### src/logic/rng_pkg.sv
/*
 * Random number unit shared definitions
 * Request encoding, data widths, tuning constants and bus structs
 */
package rng_pkg;

    // Bit 2 of the request code selects RDRAND
    typedef enum logic [2:0] {
        RDSEED_16 = 3'b000,
        RDSEED_32 = 3'b001,
        RDSEED_64 = 3'b010,
        RDRAND_16 = 3'b100,
        RDRAND_32 = 3'b101,
        RDRAND_64 = 3'b110
    } rand_req_e;

    localparam int SEED_W   = 256;
    localparam int BLOCK_W  = 128;
    localparam int STREAM_W = 64;
    localparam int OUT_W    = 16;

    typedef logic [SEED_W-1:0]   seed_t;
    typedef logic [BLOCK_W-1:0]  block_t;
    typedef logic [STREAM_W-1:0] stream_t;
    typedef logic [OUT_W-1:0]    out_word_t;

    localparam int SEED_QUEUE_DEPTH = 8;
    localparam int QPTR_W           = $clog2(SEED_QUEUE_DEPTH);
    localparam int SEED_WORDS       = SEED_W / OUT_W;
    localparam int BLOCK_WORDS      = BLOCK_W / OUT_W;

    // Conditioner input per seed
    localparam int FOLD_BITS = 512;

    // Host word pacing
    localparam int PACE_DIV = 5;

    // Generator mode switch
    localparam int STREAM_MODE_THRESHOLD = 45;
    localparam int MODE_CNT_W            = 6;

    // Noise stand-in, Galois taps 32 22 2 1
    localparam logic [31:0] LFSR_SEED = 32'hACE1_2468;
    localparam logic [31:0] LFSR_TAPS = 32'h8020_0003;

    localparam stream_t XS_FALLBACK = 64'h9E37_79B9_7F4A_7C15;

    // One-cycle key broadcast to both generators
    typedef struct packed {
        logic  valid;
        seed_t seed;
    } key_bus_t;

    typedef struct packed {
        logic      valid;
        out_word_t word;
    } host_out_t;

endpackage
### src/logic/rng_top.sv
/*
 * Random number unit top level
 * Conditioner, DRBG, xorshift stream and output buffer
 */
`timescale 1ns/100ps

module rng_top (
    input  logic               clk,
    input  logic               rst_n,
    input  logic               rand_req_i,
    input  rng_pkg::rand_req_e rand_req_type_i,
    output rng_pkg::host_out_t host_o
);
    import rng_pkg::*;

    key_bus_t key_bus;
    logic     seed_valid;
    seed_t    seed;
    logic     seed_ready;
    logic     blk_valid;
    block_t   blk;
    logic     blk_ready;
    logic     str_valid;
    stream_t  str;
    logic     str_ready;

    entropy_conditioner entropy_conditioner_inst (
        .clk          (clk),
        .rst_n        (rst_n),
        .key_o        (key_bus),
        .seed_valid_o (seed_valid),
        .seed_o       (seed),
        .seed_ready_i (seed_ready)
    );

    counter_drbg counter_drbg_inst (
        .clk         (clk),
        .rst_n       (rst_n),
        .key_i       (key_bus),
        .blk_valid_o (blk_valid),
        .blk_o       (blk),
        .blk_ready_i (blk_ready)
    );

    xorshift_stream xorshift_stream_inst (
        .clk         (clk),
        .rst_n       (rst_n),
        .key_i       (key_bus),
        .str_valid_o (str_valid),
        .str_o       (str),
        .str_ready_i (str_ready)
    );

    output_buffer output_buffer_inst (
        .clk             (clk),
        .rst_n           (rst_n),
        .seed_valid_i    (seed_valid),
        .seed_i          (seed),
        .seed_ready_o    (seed_ready),
        .blk_valid_i     (blk_valid),
        .blk_i           (blk),
        .blk_ready_o     (blk_ready),
        .str_valid_i     (str_valid),
        .str_i           (str),
        .str_ready_o     (str_ready),
        .rand_req_i      (rand_req_i),
        .rand_req_type_i (rand_req_type_i),
        .host_o          (host_o)
    );

endmodule

### src/logic/output_buffer.sv
/*
 * Output buffer
 * Seed queue for RDSEED, refilled RDRAND buffer, paced 16-bit host words
 */
`timescale 1ns/100ps

module output_buffer (
    input  logic               clk,
    input  logic               rst_n,
    input  logic               seed_valid_i,
    input  rng_pkg::seed_t     seed_i,
    output logic               seed_ready_o,
    input  logic               blk_valid_i,
    input  rng_pkg::block_t    blk_i,
    output logic               blk_ready_o,
    input  logic               str_valid_i,
    input  rng_pkg::stream_t   str_i,
    output logic               str_ready_o,
    input  logic               rand_req_i,
    input  rng_pkg::rand_req_e rand_req_type_i,
    output rng_pkg::host_out_t host_o
);
    import rng_pkg::*;

    typedef enum logic [1:0] {
        IDLE,
        SERVE,
        WAIT_SRC
    } req_state_e;

    // Seed queue with wrap bit on each pointer
    seed_t             seed_mem [SEED_QUEUE_DEPTH];
    logic [QPTR_W:0]   wr_ptr_q;
    logic [QPTR_W:0]   rd_ptr_q;
    logic              full;
    logic              empty;
    logic              push;

    block_t            buf_q;
    logic              buf_valid_q;
    logic              half_q;
    logic              src_stream;
    logic              buf_drain;

    logic [MODE_CNT_W-1:0]          mode_cnt_q;
    logic [$clog2(PACE_DIV)-1:0]    pace_cnt_q;
    logic                           tick;
    logic [$clog2(SEED_WORDS)-1:0]  seed_idx_q;
    logic [$clog2(BLOCK_WORDS)-1:0] buf_idx_q;

    req_state_e        state_q;
    logic [2:0]        words_left_q;
    logic [2:0]        req_words;
    logic              req_rnd_q;
    logic              hold_q;
    logic              accept;
    logic              src_ok;
    logic              deliver;
    logic              host_vld_q;
    out_word_t         host_word_q;

    assign full  = (wr_ptr_q[QPTR_W] != rd_ptr_q[QPTR_W]) &&
                   (wr_ptr_q[QPTR_W-1:0] == rd_ptr_q[QPTR_W-1:0]);
    assign empty = (wr_ptr_q == rd_ptr_q);
    assign push  = seed_valid_i && seed_ready_o;
    assign seed_ready_o = !full;

    // A stream refill half done keeps the stream selected
    assign src_stream  = half_q || (mode_cnt_q >= STREAM_MODE_THRESHOLD);
    assign blk_ready_o = !buf_valid_q && !src_stream;
    assign str_ready_o = !buf_valid_q && src_stream;

    assign tick = (pace_cnt_q == PACE_DIV - 1);

    always_comb begin
        case (rand_req_type_i)
            RDSEED_32, RDRAND_32: req_words = 3'd2;
            RDSEED_64, RDRAND_64: req_words = 3'd4;
            default:              req_words = 3'd1;
        endcase
    end

    assign accept = tick && (state_q == IDLE) && rand_req_i && !hold_q &&
                    (rand_req_type_i[2] ? buf_valid_q : !empty);
    assign src_ok    = req_rnd_q ? buf_valid_q : !empty;
    assign deliver   = tick && (state_q != IDLE) && src_ok;
    assign buf_drain = deliver && req_rnd_q && (buf_idx_q == BLOCK_WORDS - 1);

    always_ff @(posedge clk or negedge rst_n) begin
        if (!rst_n) begin
            pace_cnt_q <= '0;
        end else if (tick) begin
            pace_cnt_q <= '0;
        end else begin
            pace_cnt_q <= pace_cnt_q + 1'b1;
        end
    end

    always_ff @(posedge clk or negedge rst_n) begin
        if (!rst_n) begin
            wr_ptr_q <= '0;
        end else if (push) begin
            wr_ptr_q <= wr_ptr_q + 1'b1;
        end
    end

    // RDRAND buffer fill state
    always_ff @(posedge clk or negedge rst_n) begin
        if (!rst_n) begin
            buf_valid_q <= 1'b0;
            half_q      <= 1'b0;
        end else if (blk_valid_i && blk_ready_o) begin
            buf_valid_q <= 1'b1;
        end else if (str_valid_i && str_ready_o) begin
            half_q <= !half_q;
            if (half_q) begin
                buf_valid_q <= 1'b1;
            end
        end else if (buf_drain) begin
            buf_valid_q <= 1'b0;
        end
    end

    always_ff @(posedge clk) begin
        if (push) begin
            seed_mem[wr_ptr_q[QPTR_W-1:0]] <= seed_i;
        end
        if (blk_valid_i && blk_ready_o) begin
            buf_q <= blk_i;
        end else if (str_valid_i && str_ready_o) begin
            buf_q[STREAM_W*half_q +: STREAM_W] <= str_i;
        end
        if (deliver) begin
            host_word_q <= req_rnd_q ? buf_q[OUT_W*buf_idx_q +: OUT_W]
                                     : seed_mem[rd_ptr_q[QPTR_W-1:0]][OUT_W*seed_idx_q +: OUT_W];
        end
    end

    // Request FSM, all steps land on pace ticks
    always_ff @(posedge clk or negedge rst_n) begin
        if (!rst_n) begin
            state_q      <= IDLE;
            words_left_q <= '0;
            req_rnd_q    <= 1'b0;
            hold_q       <= 1'b0;
            mode_cnt_q   <= '0;
            seed_idx_q   <= '0;
            buf_idx_q    <= '0;
            rd_ptr_q     <= '0;
            host_vld_q   <= 1'b0;
        end else begin
            host_vld_q <= 1'b0;
            if (!rand_req_i) begin
                hold_q <= 1'b0;
            end
            if (accept) begin
                state_q      <= SERVE;
                words_left_q <= req_words;
                req_rnd_q    <= rand_req_type_i[2];
                if (rand_req_type_i[2]) begin
                    if (mode_cnt_q != '1) begin
                        mode_cnt_q <= mode_cnt_q + 1'b1;
                    end
                end else if (mode_cnt_q != '0) begin
                    mode_cnt_q <= mode_cnt_q - 1'b1;
                end
            end else if (deliver) begin
                host_vld_q   <= 1'b1;
                words_left_q <= words_left_q - 1'b1;
                if (words_left_q == 3'd1) begin
                    state_q <= IDLE;
                    // Host still holding the finished request
                    hold_q  <= rand_req_i;
                end else begin
                    state_q <= SERVE;
                end
                if (req_rnd_q) begin
                    buf_idx_q <= buf_idx_q + 1'b1;
                end else if (seed_idx_q == SEED_WORDS - 1) begin
                    seed_idx_q <= '0;
                    rd_ptr_q   <= rd_ptr_q + 1'b1;
                end else begin
                    seed_idx_q <= seed_idx_q + 1'b1;
                end
            end else if (tick && (state_q == SERVE)) begin
                state_q <= WAIT_SRC;
            end
        end
    end

    assign host_o = '{valid: host_vld_q, word: host_word_q};

endmodule

### src/logic/xorshift_stream.sv
/*
 * Xorshift stream generator
 * 64-bit state keyed once, one step per transfer
 */
`timescale 1ns/100ps

module xorshift_stream (
    input  logic              clk,
    input  logic              rst_n,
    input  rng_pkg::key_bus_t key_i,
    output logic              str_valid_o,
    output rng_pkg::stream_t  str_o,
    input  logic              str_ready_i
);
    import rng_pkg::*;

    stream_t state_q;
    stream_t key_word;
    stream_t x1;
    stream_t x2;
    logic    keyed_q;

    assign key_word = key_i.seed[STREAM_W-1:0];

    // Shifts 13 left, 7 right, 17 left
    always_comb begin
        x1    = state_q ^ (state_q << 13);
        x2    = x1 ^ (x1 >> 7);
        str_o = x2 ^ (x2 << 17);
    end

    always_ff @(posedge clk or negedge rst_n) begin
        if (!rst_n) begin
            keyed_q <= 1'b0;
        end else if (key_i.valid) begin
            keyed_q <= 1'b1;
        end
    end

    // An all-zero state would lock up
    always_ff @(posedge clk) begin
        if (key_i.valid) begin
            state_q <= (key_word == '0) ? XS_FALLBACK : key_word;
        end else if (str_valid_o && str_ready_i) begin
            state_q <= str_o;
        end
    end

    assign str_valid_o = keyed_q;

endmodule

### src/logic/counter_drbg.sv
/*
 * Counter-mode DRBG
 * Delivers key XOR counter blocks, counter advances per transfer
 */
`timescale 1ns/100ps

module counter_drbg (
    input  logic              clk,
    input  logic              rst_n,
    input  rng_pkg::key_bus_t key_i,
    output logic              blk_valid_o,
    output rng_pkg::block_t   blk_o,
    input  logic              blk_ready_i
);
    import rng_pkg::*;

    block_t key_q;
    block_t ctr_q;
    logic   keyed_q;
    logic   xfer;

    assign xfer = blk_valid_o && blk_ready_i;

    always_ff @(posedge clk or negedge rst_n) begin
        if (!rst_n) begin
            keyed_q <= 1'b0;
        end else if (key_i.valid) begin
            keyed_q <= 1'b1;
        end
    end

    // Upper seed half keys, lower half starts the counter
    always_ff @(posedge clk) begin
        if (key_i.valid) begin
            key_q <= key_i.seed[SEED_W-1:BLOCK_W];
            ctr_q <= key_i.seed[BLOCK_W-1:0];
        end else if (xfer) begin
            ctr_q <= ctr_q + 1'b1;
        end
    end

    assign blk_valid_o = keyed_q;
    assign blk_o       = key_q ^ ctr_q;

endmodule

### src/logic/entropy_conditioner.sv
/*
 * Entropy conditioner
 * LFSR noise stand-in folded 512 bits into each 256-bit seed
 */
`timescale 1ns/100ps

module entropy_conditioner (
    input  logic              clk,
    input  logic              rst_n,
    output rng_pkg::key_bus_t key_o,
    output logic              seed_valid_o,
    output rng_pkg::seed_t    seed_o,
    input  logic              seed_ready_i
);
    import rng_pkg::*;

    logic [31:0]                  lfsr_q;
    logic [$clog2(FOLD_BITS)-1:0] bit_cnt_q;
    logic [$clog2(SEED_W)-1:0]    idx;
    seed_t                        fold_q;
    logic                         raw_bit;
    logic                         second_half;
    logic                         step;
    logic                         fold_done;
    logic                         keyed_q;
    logic                         key_vld_q;
    logic                         seed_pend_q;

    assign raw_bit     = lfsr_q[0];
    assign idx         = bit_cnt_q[$clog2(SEED_W)-1:0];
    assign second_half = (bit_cnt_q >= SEED_W);

    // Back-pressure freezes the LFSR while a finished seed waits
    assign step      = !seed_pend_q || seed_ready_i;
    assign fold_done = step && (bit_cnt_q == FOLD_BITS - 1);

    always_ff @(posedge clk or negedge rst_n) begin
        if (!rst_n) begin
            lfsr_q      <= LFSR_SEED;
            bit_cnt_q   <= '0;
            keyed_q     <= 1'b0;
            key_vld_q   <= 1'b0;
            seed_pend_q <= 1'b0;
        end else begin
            key_vld_q <= 1'b0;
            if (seed_pend_q && seed_ready_i) begin
                seed_pend_q <= 1'b0;
            end
            if (step) begin
                lfsr_q    <= {1'b0, lfsr_q[31:1]} ^ (raw_bit ? LFSR_TAPS : '0);
                bit_cnt_q <= bit_cnt_q + 1'b1;
            end
            if (fold_done) begin
                if (!keyed_q) begin
                    keyed_q   <= 1'b1;
                    key_vld_q <= 1'b1;
                end else begin
                    seed_pend_q <= 1'b1;
                end
            end
        end
    end

    // First half loads word A, second half XORs word B on top
    always_ff @(posedge clk) begin
        if (step) begin
            fold_q[idx] <= raw_bit ^ (second_half & fold_q[idx]);
        end
    end

    assign key_o        = '{valid: key_vld_q, seed: fold_q};
    assign seed_valid_o = seed_pend_q;
    assign seed_o       = fold_q;

endmodule

### config.mk
export PLATFORM = sky130hd
export DESIGN_NAME = rng_top
export DESIGN_NICKNAME = d
export VERILOG_FILES = /design/src/logic/rng_pkg.sv /design/src/logic/rng_top.sv /design/src/logic/output_buffer.sv /design/src/logic/xorshift_stream.sv /design/src/logic/counter_drbg.sv /design/src/logic/entropy_conditioner.sv
export SDC_FILE = /design/constraint.sdc
export NUM_CORES = 2
export LEC_CHECK = 0
export BUFFER_PORTS_ARGS = -buffer_cell sky130_fd_sc_hd__buf_2
export CORE_MARGIN = 10
export CORE_UTILIZATION = 64
export CTS_CLUSTER_DIAMETER = 60
export DETAILED_ROUTE_END_ITERATION = 6
export PLACE_DENSITY_LB_ADDON = 0.08
export SLEW_MARGIN = 20
export SYNTH_ARGS = -nofsm -noshare
export SYNTH_HDL_FRONTEND = slang
export SYNTH_HIERARCHICAL = 1
export SYNTH_SLANG_ARGS = --single-unit
export TNS_END_PERCENT = 50
### constraint.sdc
create_clock -name clk -period 25.2 [get_ports clk]
set_input_delay 1.26 -clock clk [delete_from_list [all_inputs] [get_ports clk]]
set_output_delay 1.26 -clock clk [all_outputs]
set_load 0.02 [all_outputs]
**Word-level counts from Yosys, hierarchy flattened**

Memory sizes are Yosys's and may differ from the RTL's.
Index checks and enable logic that the tools add are counted.

- Flip-flop bits (word level): 799
- Bits in latches: 0
- RAM bits: 2048
- Memory bits (read-only): 0
- Logic and storage cells: 162
- Memories kept: 1

Memories:

| memory | words | width | read ports | clocked after Yosys merged registers in | write ports | line | RTL |
|---|---|---|---|---|---|---|---|
| output_buffer_inst.seed_mem | 8 | 256 | 1 | 0 | 1 | output_buffer.sv:32 | `seed_t seed_mem [SEED_QUEUE_DEPTH];` |

- Add/subtract/negate cells: 11
- Multipliers: 0
- Div/mod/pow operators: 0
- Order comparisons: 4
- Equal/unequal tests: 16
- Shift-type cells: 4
- Muxes and demuxes: 46
- Bitwise gates (word level): 10
- Reduce and logical (&&, ||, !) cells: 45

Operator list:

| kind | count |
|---|---|
| 2-to-1 mux 128 bit | 4 |
| bitwise mux 256 bit | 1 |
| variable part select 256 x 9 -> 16 bit | 1 |
| 2-to-1 mux 64 bit | 3 |
| adder 128 x 1 -> 128 bit, second input constant | 1 |
| bitwise mux 128 bit | 1 |
| variable shift 64 x 34 -> 128 bit, first input constant | 1 |
| variable part select 128 x 8 -> 16 bit | 1 |
| variable part select 64 x 34 -> 128 bit | 1 |
| XOR 128 bit | 1 |
| XOR 64 bit | 2 |
| logical NOT 64 bit | 1 |
| XOR 64 x 57 -> 64 bit | 1 |
| negator 7 -> 34 bit | 1 |
| 2-to-1 mux 32 bit | 1 |
| XOR 31 x 32 -> 32 bit | 1 |
| 2-to-1 mux 1 bit | 22 |
| 2-to-1 mux 6 bit | 3 |
| logical AND 1 bit | 17 |
| 2-to-1 mux 16 bit | 1 |
| adder 4 x 1 -> 4 bit, second input constant | 3 |
| == test 3 bit, second input constant | 4 |
| nonzero test 2 bit | 6 |
| adder 9 x 1 -> 9 bit, second input constant | 1 |
| other kinds (37) | 57 |

**Longest topological paths before layout**

- Word-level depth: 9
- Mapped depth: 12
- Mapped depth without buffers: 10

**Hierarchy**

The synthesis kept the hierarchy.

By module, submodules not included:

| module | instances | cells each | area an instance (µm²) |
|---|---|---|---|
| output_buffer | 1 | 4207 | 86890.8 |
| entropy_conditioner | 1 | 1230 | 14964.4 |
| counter_drbg | 1 | 1235 | 13770.7 |
| xorshift_stream | 1 | 340 | 4259.1 |

**Worst setup path before layout**

OpenSTA, ideal clock, no wires.

- Kind: flip-flop to flip-flop
- Start: reg output_buffer_inst.wr_ptr_q[0]
- End: mem output_buffer_inst/seed_mem[0][0] in the netlist's numbering (enable)
- Arrival: 18.496 ns
- Setup slack: 5.518 ns
- Cell stages (with the launch flop): 9
- Buffers on the path: 2
- Clock period less this slack: 19.682 ns
- Cells stage by stage: dfrtp_1 -> clkbuf_1 -> xnor2_1 -> nand3_1 -> or2_2 -> and2_1 -> clkbuf_1 -> nand2b_1 -> nor3_1

- Word-level cells in the longest chain between the ends: 6

RTL lines:

| what | line | RTL |
|---|---|---|
| start, declared | output_buffer.sv:33 | `logic [QPTR_W:0] wr_ptr_q;` |
| start signal, assigned | output_buffer.sv:103 | `wr_ptr_q <= wr_ptr_q + 1'b1;` |
| == test 3 bit | output_buffer.sv:63 | `(wr_ptr_q[QPTR_W-1:0] == rd_ptr_q[QPTR_W-1:0]);` |
| logical AND 1 bit | output_buffer.sv:62 | `assign full = (wr_ptr_q[QPTR_W] != rd_ptr_q[QPTR_W]) &&` |
| logical NOT 1 bit | output_buffer.sv:66 | `assign seed_ready_o = !full;` |
| via seed_ready | rng_top.sv:19 | `logic seed_ready;` |
| logical AND 1 bit | output_buffer.sv:65 | `assign push = seed_valid_i && seed_ready_o;` |
| 2-to-1 mux 1 bit | output_buffer.sv:125 | `if (push) begin` |
| 2-to-1 mux 1 bit (implied by the code) | output_buffer.sv:126 | `seed_mem[wr_ptr_q[QPTR_W-1:0]] <= seed_i;` |
| end, declared | output_buffer.sv:32 |  |

The timed path passes the listed nets, and every way through them passes these cells.

**Final worst setup path**

- Start: reg output_buffer_inst.rd_ptr_q[2]
- End: reg output_buffer_inst.host_word_q[1], data pin

- Word-level cells in the longest chain between the ends: 3

RTL lines:

| what | line | RTL |
|---|---|---|
| start, declared | output_buffer.sv:34 | `logic [QPTR_W:0] rd_ptr_q;` |
| start signal, assigned | output_buffer.sv:181 | `rd_ptr_q <= rd_ptr_q + 1'b1;` |
| memory (8 x 256 bit) | - |  |
| variable part select 256 x 9 -> 16 bit | output_buffer.sv:135 | `: seed_mem[rd_ptr_q[QPTR_W-1:0]][OUT_W*seed_idx_q +: OUT_W];` |
| 2-to-1 mux 16 bit | output_buffer.sv:134 | `host_word_q <= req_rnd_q ? buf_q[OUT_W*buf_idx_q +: OUT_W]` |
| end signal, assigned | output_buffer.sv:134 |  |
| end, declared | output_buffer.sv:60 | `out_word_t host_word_q;` |

Every way passes these cells.
A chain may end at the register's enable or synchronous reset.

==> results.md <==
- Outcome: complete, but fails checks
- Failing checks: DRC
- Slew Limit Fails: 0
- Initial antenna violation count: 14
- Commonest non-fill, non-tap cell in the layout: edfxtp_1
- Area delta synth->final: 8.58%
- Critical path type: reg -> reg
- # nets final: 6873
- Reg area: 0.0852 sq mm
- Global-route wire length before repair: 478000 um
- Clock-pin slew on the worst setup and hold paths: 0.06 ns
- # DRC: 16
- Post-synth EDFFs: 2768
- Routability cong.: 1.04
- Seq/Total Area, Yosys: 71.0%
- H-Tree Depth: 5
- Main combinational cell family by area after synthesis: multiplexers
- Vias/cell: 7.00
- Hold Slack: 0.340 ns
- CP Capture Type: flip-flop
- Initial core utilization: 64.5%
- Sum of negative setup slack: 0 ns
- CTS Hold Bufs: 0
- CP required: 25.90 ns
- Die Span Y: 453 um
- Final core occ: 70.0%
- Area of the multi-input gates: 0.0310 sq mm
- Via Count: 66800
- Commonest non-fill, non-tap cells in the layout: edfxtp_1 (2768), mux4_2 (487), nand2_1 (449)
- Slowest stage delay, CP: 0.76 ns
- Num rows: 158
- Largest net degree at the start of global routing: 169
- Synth warnings: 6
- Synth unique cells: 76
- Max Cap Violations: 0
- Period utilisation layout: 24.0%
- Dpl ws: 19.14 ns
- Dpl hpwl: 217000 um
- Compound-gate portion of the synthesized area: 4.34%
- Endpoints failing hold: 0
- Relative slew slack: 15.2%
- Min-Delay Path Class: in -> async
- Mapped Cells: 7012
- Die Footprint: 0.205 sq mm
- Crit path max fanout: 49
- # clock sinks: 2848
- Ys flop type: edfxtp_1
- Cts bufs inserted: 304
- DRT Pass-1 Iters: 7
- CP cell instances: buf_4, buf_4, buf_4, buf_4, buf_4, mux4_2, a22oi_1, a21oi_1, nor2_1, nor2_1, o31a_1
- Dpl cells: 9021
- Crit path from: output_buffer_inst/rd_ptr_q[2]$_DFFE_PN0P_
- Fillers: 11800
- Max Clock Freq: 166 MHz
- Clock period minus final worst setup slack: 6.04 ns
- TritonCTS clock tree: yes
- Fraction of synthesized area in multiplexers: 12.9%
- Routed WL: 337000 um
- VDD IR max: 0.0925 mV
- DR WL/cell: 35.3 um
- Syn Nets: 7038
- Critical-path top delay cell: dfrtp_4
- Final std cells w/o fill: 9551
- Area of the mapped netlist: 0.120 sq mm
- Clk_skew: 0.0612 ns
- Postcts setup bufs: 0
- Synthesized-area fraction occupied by adder cells: 0.215%
- Start of the worst register-to-register path: output_buffer_inst/rd_ptr_q[2]$_DFFE_PN0P_
- Vias in the first global route: 64200
- RSZ-0062 raised after global routing: no
- Post-synth ARST share: 2.81%
- # setup viols final: 0
- Post-Synth Simple-Gate Area: 5.02%
- Clock latency on the worst-skew pair: 0.98 ns
- Core Area: 0.186 sq mm
- Ports: 23
- Crit path arrival time: 6.74 ns
- Startpoint Class: flip-flop
- Clock Tree Buf Depth: 4
- Fraction of layout cells with a size suffix above 1: 17.2%
- CP most frequent cell: buf_4
- IO Port Bufs: 22
- Worst Setup Slack, final: 19.16 ns
- Gr usage total: 32.6%
- #FFs+latches synth: 2848
- Crit path max-delay family: buffers and inverters
- Root Driver: clkbuf_16
- GR Overflow Total: 0
- Initial DRC Count: 9656
- Die width: 453 um
- Post-Synth XOR/XNOR Area: 3.27%
- PwrDens: 71.9 mW/mm^2
- CP bufs+invs: 5
- P_leak: 33.5 nW
- PostCTS Resize Cnt: 0
- Worst Tran Pin Value: 1.26 ns
- Final ANT Viol Nets: 0
- Syn Area/Cell: 17.1 sq um
==> power breakdown <==
| part | switching [W] | total [W] | internal, W |
|---|---|---|---|
| logic | 0.00000550 | 0.00000795 | 0.00000244 |
| clock network | 0.00176 | 0.00423 | 0.00247 |
| registers | 0.000000641 | 0.00512 | 0.00511 |
| total | 0.00177 | 0.00935 | 0.00759 |
==> routing by layer <==
metal / vias up / share of wire, % / GRT usage, % / routed length, um
li1: 27000 / - / - / -
met1: 34600 / 38 / 47.2 / 129000
met2: 4499 / 46 / 49.0 / 154000
met3: 700 / 12 / 8.07 / 40100
met4: 10 / 3.9 / 11.6 / 13200
met5: - / 0.020 / 0.0699 / 67
==> Yosys cell counts (all sizes together) (51+ instances only) <==
master / count / share of area, %
nor4: 81 / 0.46
edfxtp: 2768 / 69
nor3: 51 / 0.22
nand4: 83 / 0.46
o21ai: 177 / 0.74
dfrtp: 67 / 1.4
nand3: 94 / 0.40
mux2i: 357 / 3.0
xnor2: 231 / 1.7
a22oi: 175 / 1.1
mux2: 60 / 0.56
xor2: 216 / 1.6
buf: 420 / 2.4
nor2: 404 / 1.3
clkbuf: 234 / 0.73
mux4: 495 / 9.3
a21oi: 192 / 0.80
nand2: 451 / 1.4
a22o: 69 / 0.50
==> cell families after synthesis <==
kind of cell             after synthesis
flip-flops                          2848
XOR/XNOR                             447
buffers and inverters                692
AO/OA/AOI/OAI                        788
AND/OR/NAND/NOR                     1305
adder cells (fa/ha/maj)               20
multiplexers                         912
==> metrics by stage <==
| stage | area (sq um) | total power, W |
|---|---|---|
| after global routing | 130000 | 0.00958 |
| final | 130000 | 0.00935 |
| after floorplan | 120000 | 0.00522 |
| after CTS | 130000 | 0.00940 |
| after global placement | 121000 | 0.00522 |
| after detailed placement | 121000 | 0.00522 |
==> flip-flops by register name, summed over array words and instances (netlist names), 16 cells and up <==
signal                           cells
entropy_conditioner_inst/lfsr_q     32
counter_drbg_inst/key_q            128
output_buffer_inst/seed_mem       2048
counter_drbg_inst/ctr_q            128
entropy_conditioner_inst/seed_o    256
output_buffer_inst/host_word_q      16
output_buffer_inst/buf_q           128
xorshift_stream_inst/state_q        64
==> path summary, 6_finish.rpt <==
check,endpoint,slack [ns],depth (start not counted)
max in group asynchronous,entropy_conditioner_inst/lfsr_q[16]$_DFFE_PN1P_,23.73,2
min in group clk,entropy_conditioner_inst/key_vld_q$_DFF_PN0_,0.45,1
worst max register to register,output_buffer_inst/host_word_q[1]$_DFFE_PN_,19.16,11
worst min register to register,entropy_conditioner_inst/key_vld_q$_DFF_PN0_,0.45,1
worst min-delay path,output_buffer_inst/host_vld_q$_DFF_PN0_,0.34,1
worst max-delay path,output_buffer_inst/host_word_q[1]$_DFFE_PN_,19.16,11
==> layout make-up <==
| cell class | instances | share of cell area, % |
|---|---|---|
| diodes | 9 | 0.0173 |
| clock inverters | 132 | 0.864 |
| inverters | 38 | 0.110 |
| well taps | 2480 | 2.38 |
| clock buffers | 389 | 6.26 |
| multi-input cells | 3472 | 23.8 |
| flip-flops and latches | 2848 | 65.4 |
| repair buffers | 183 | 1.10 |
Power figures use the tool's default switching activity.
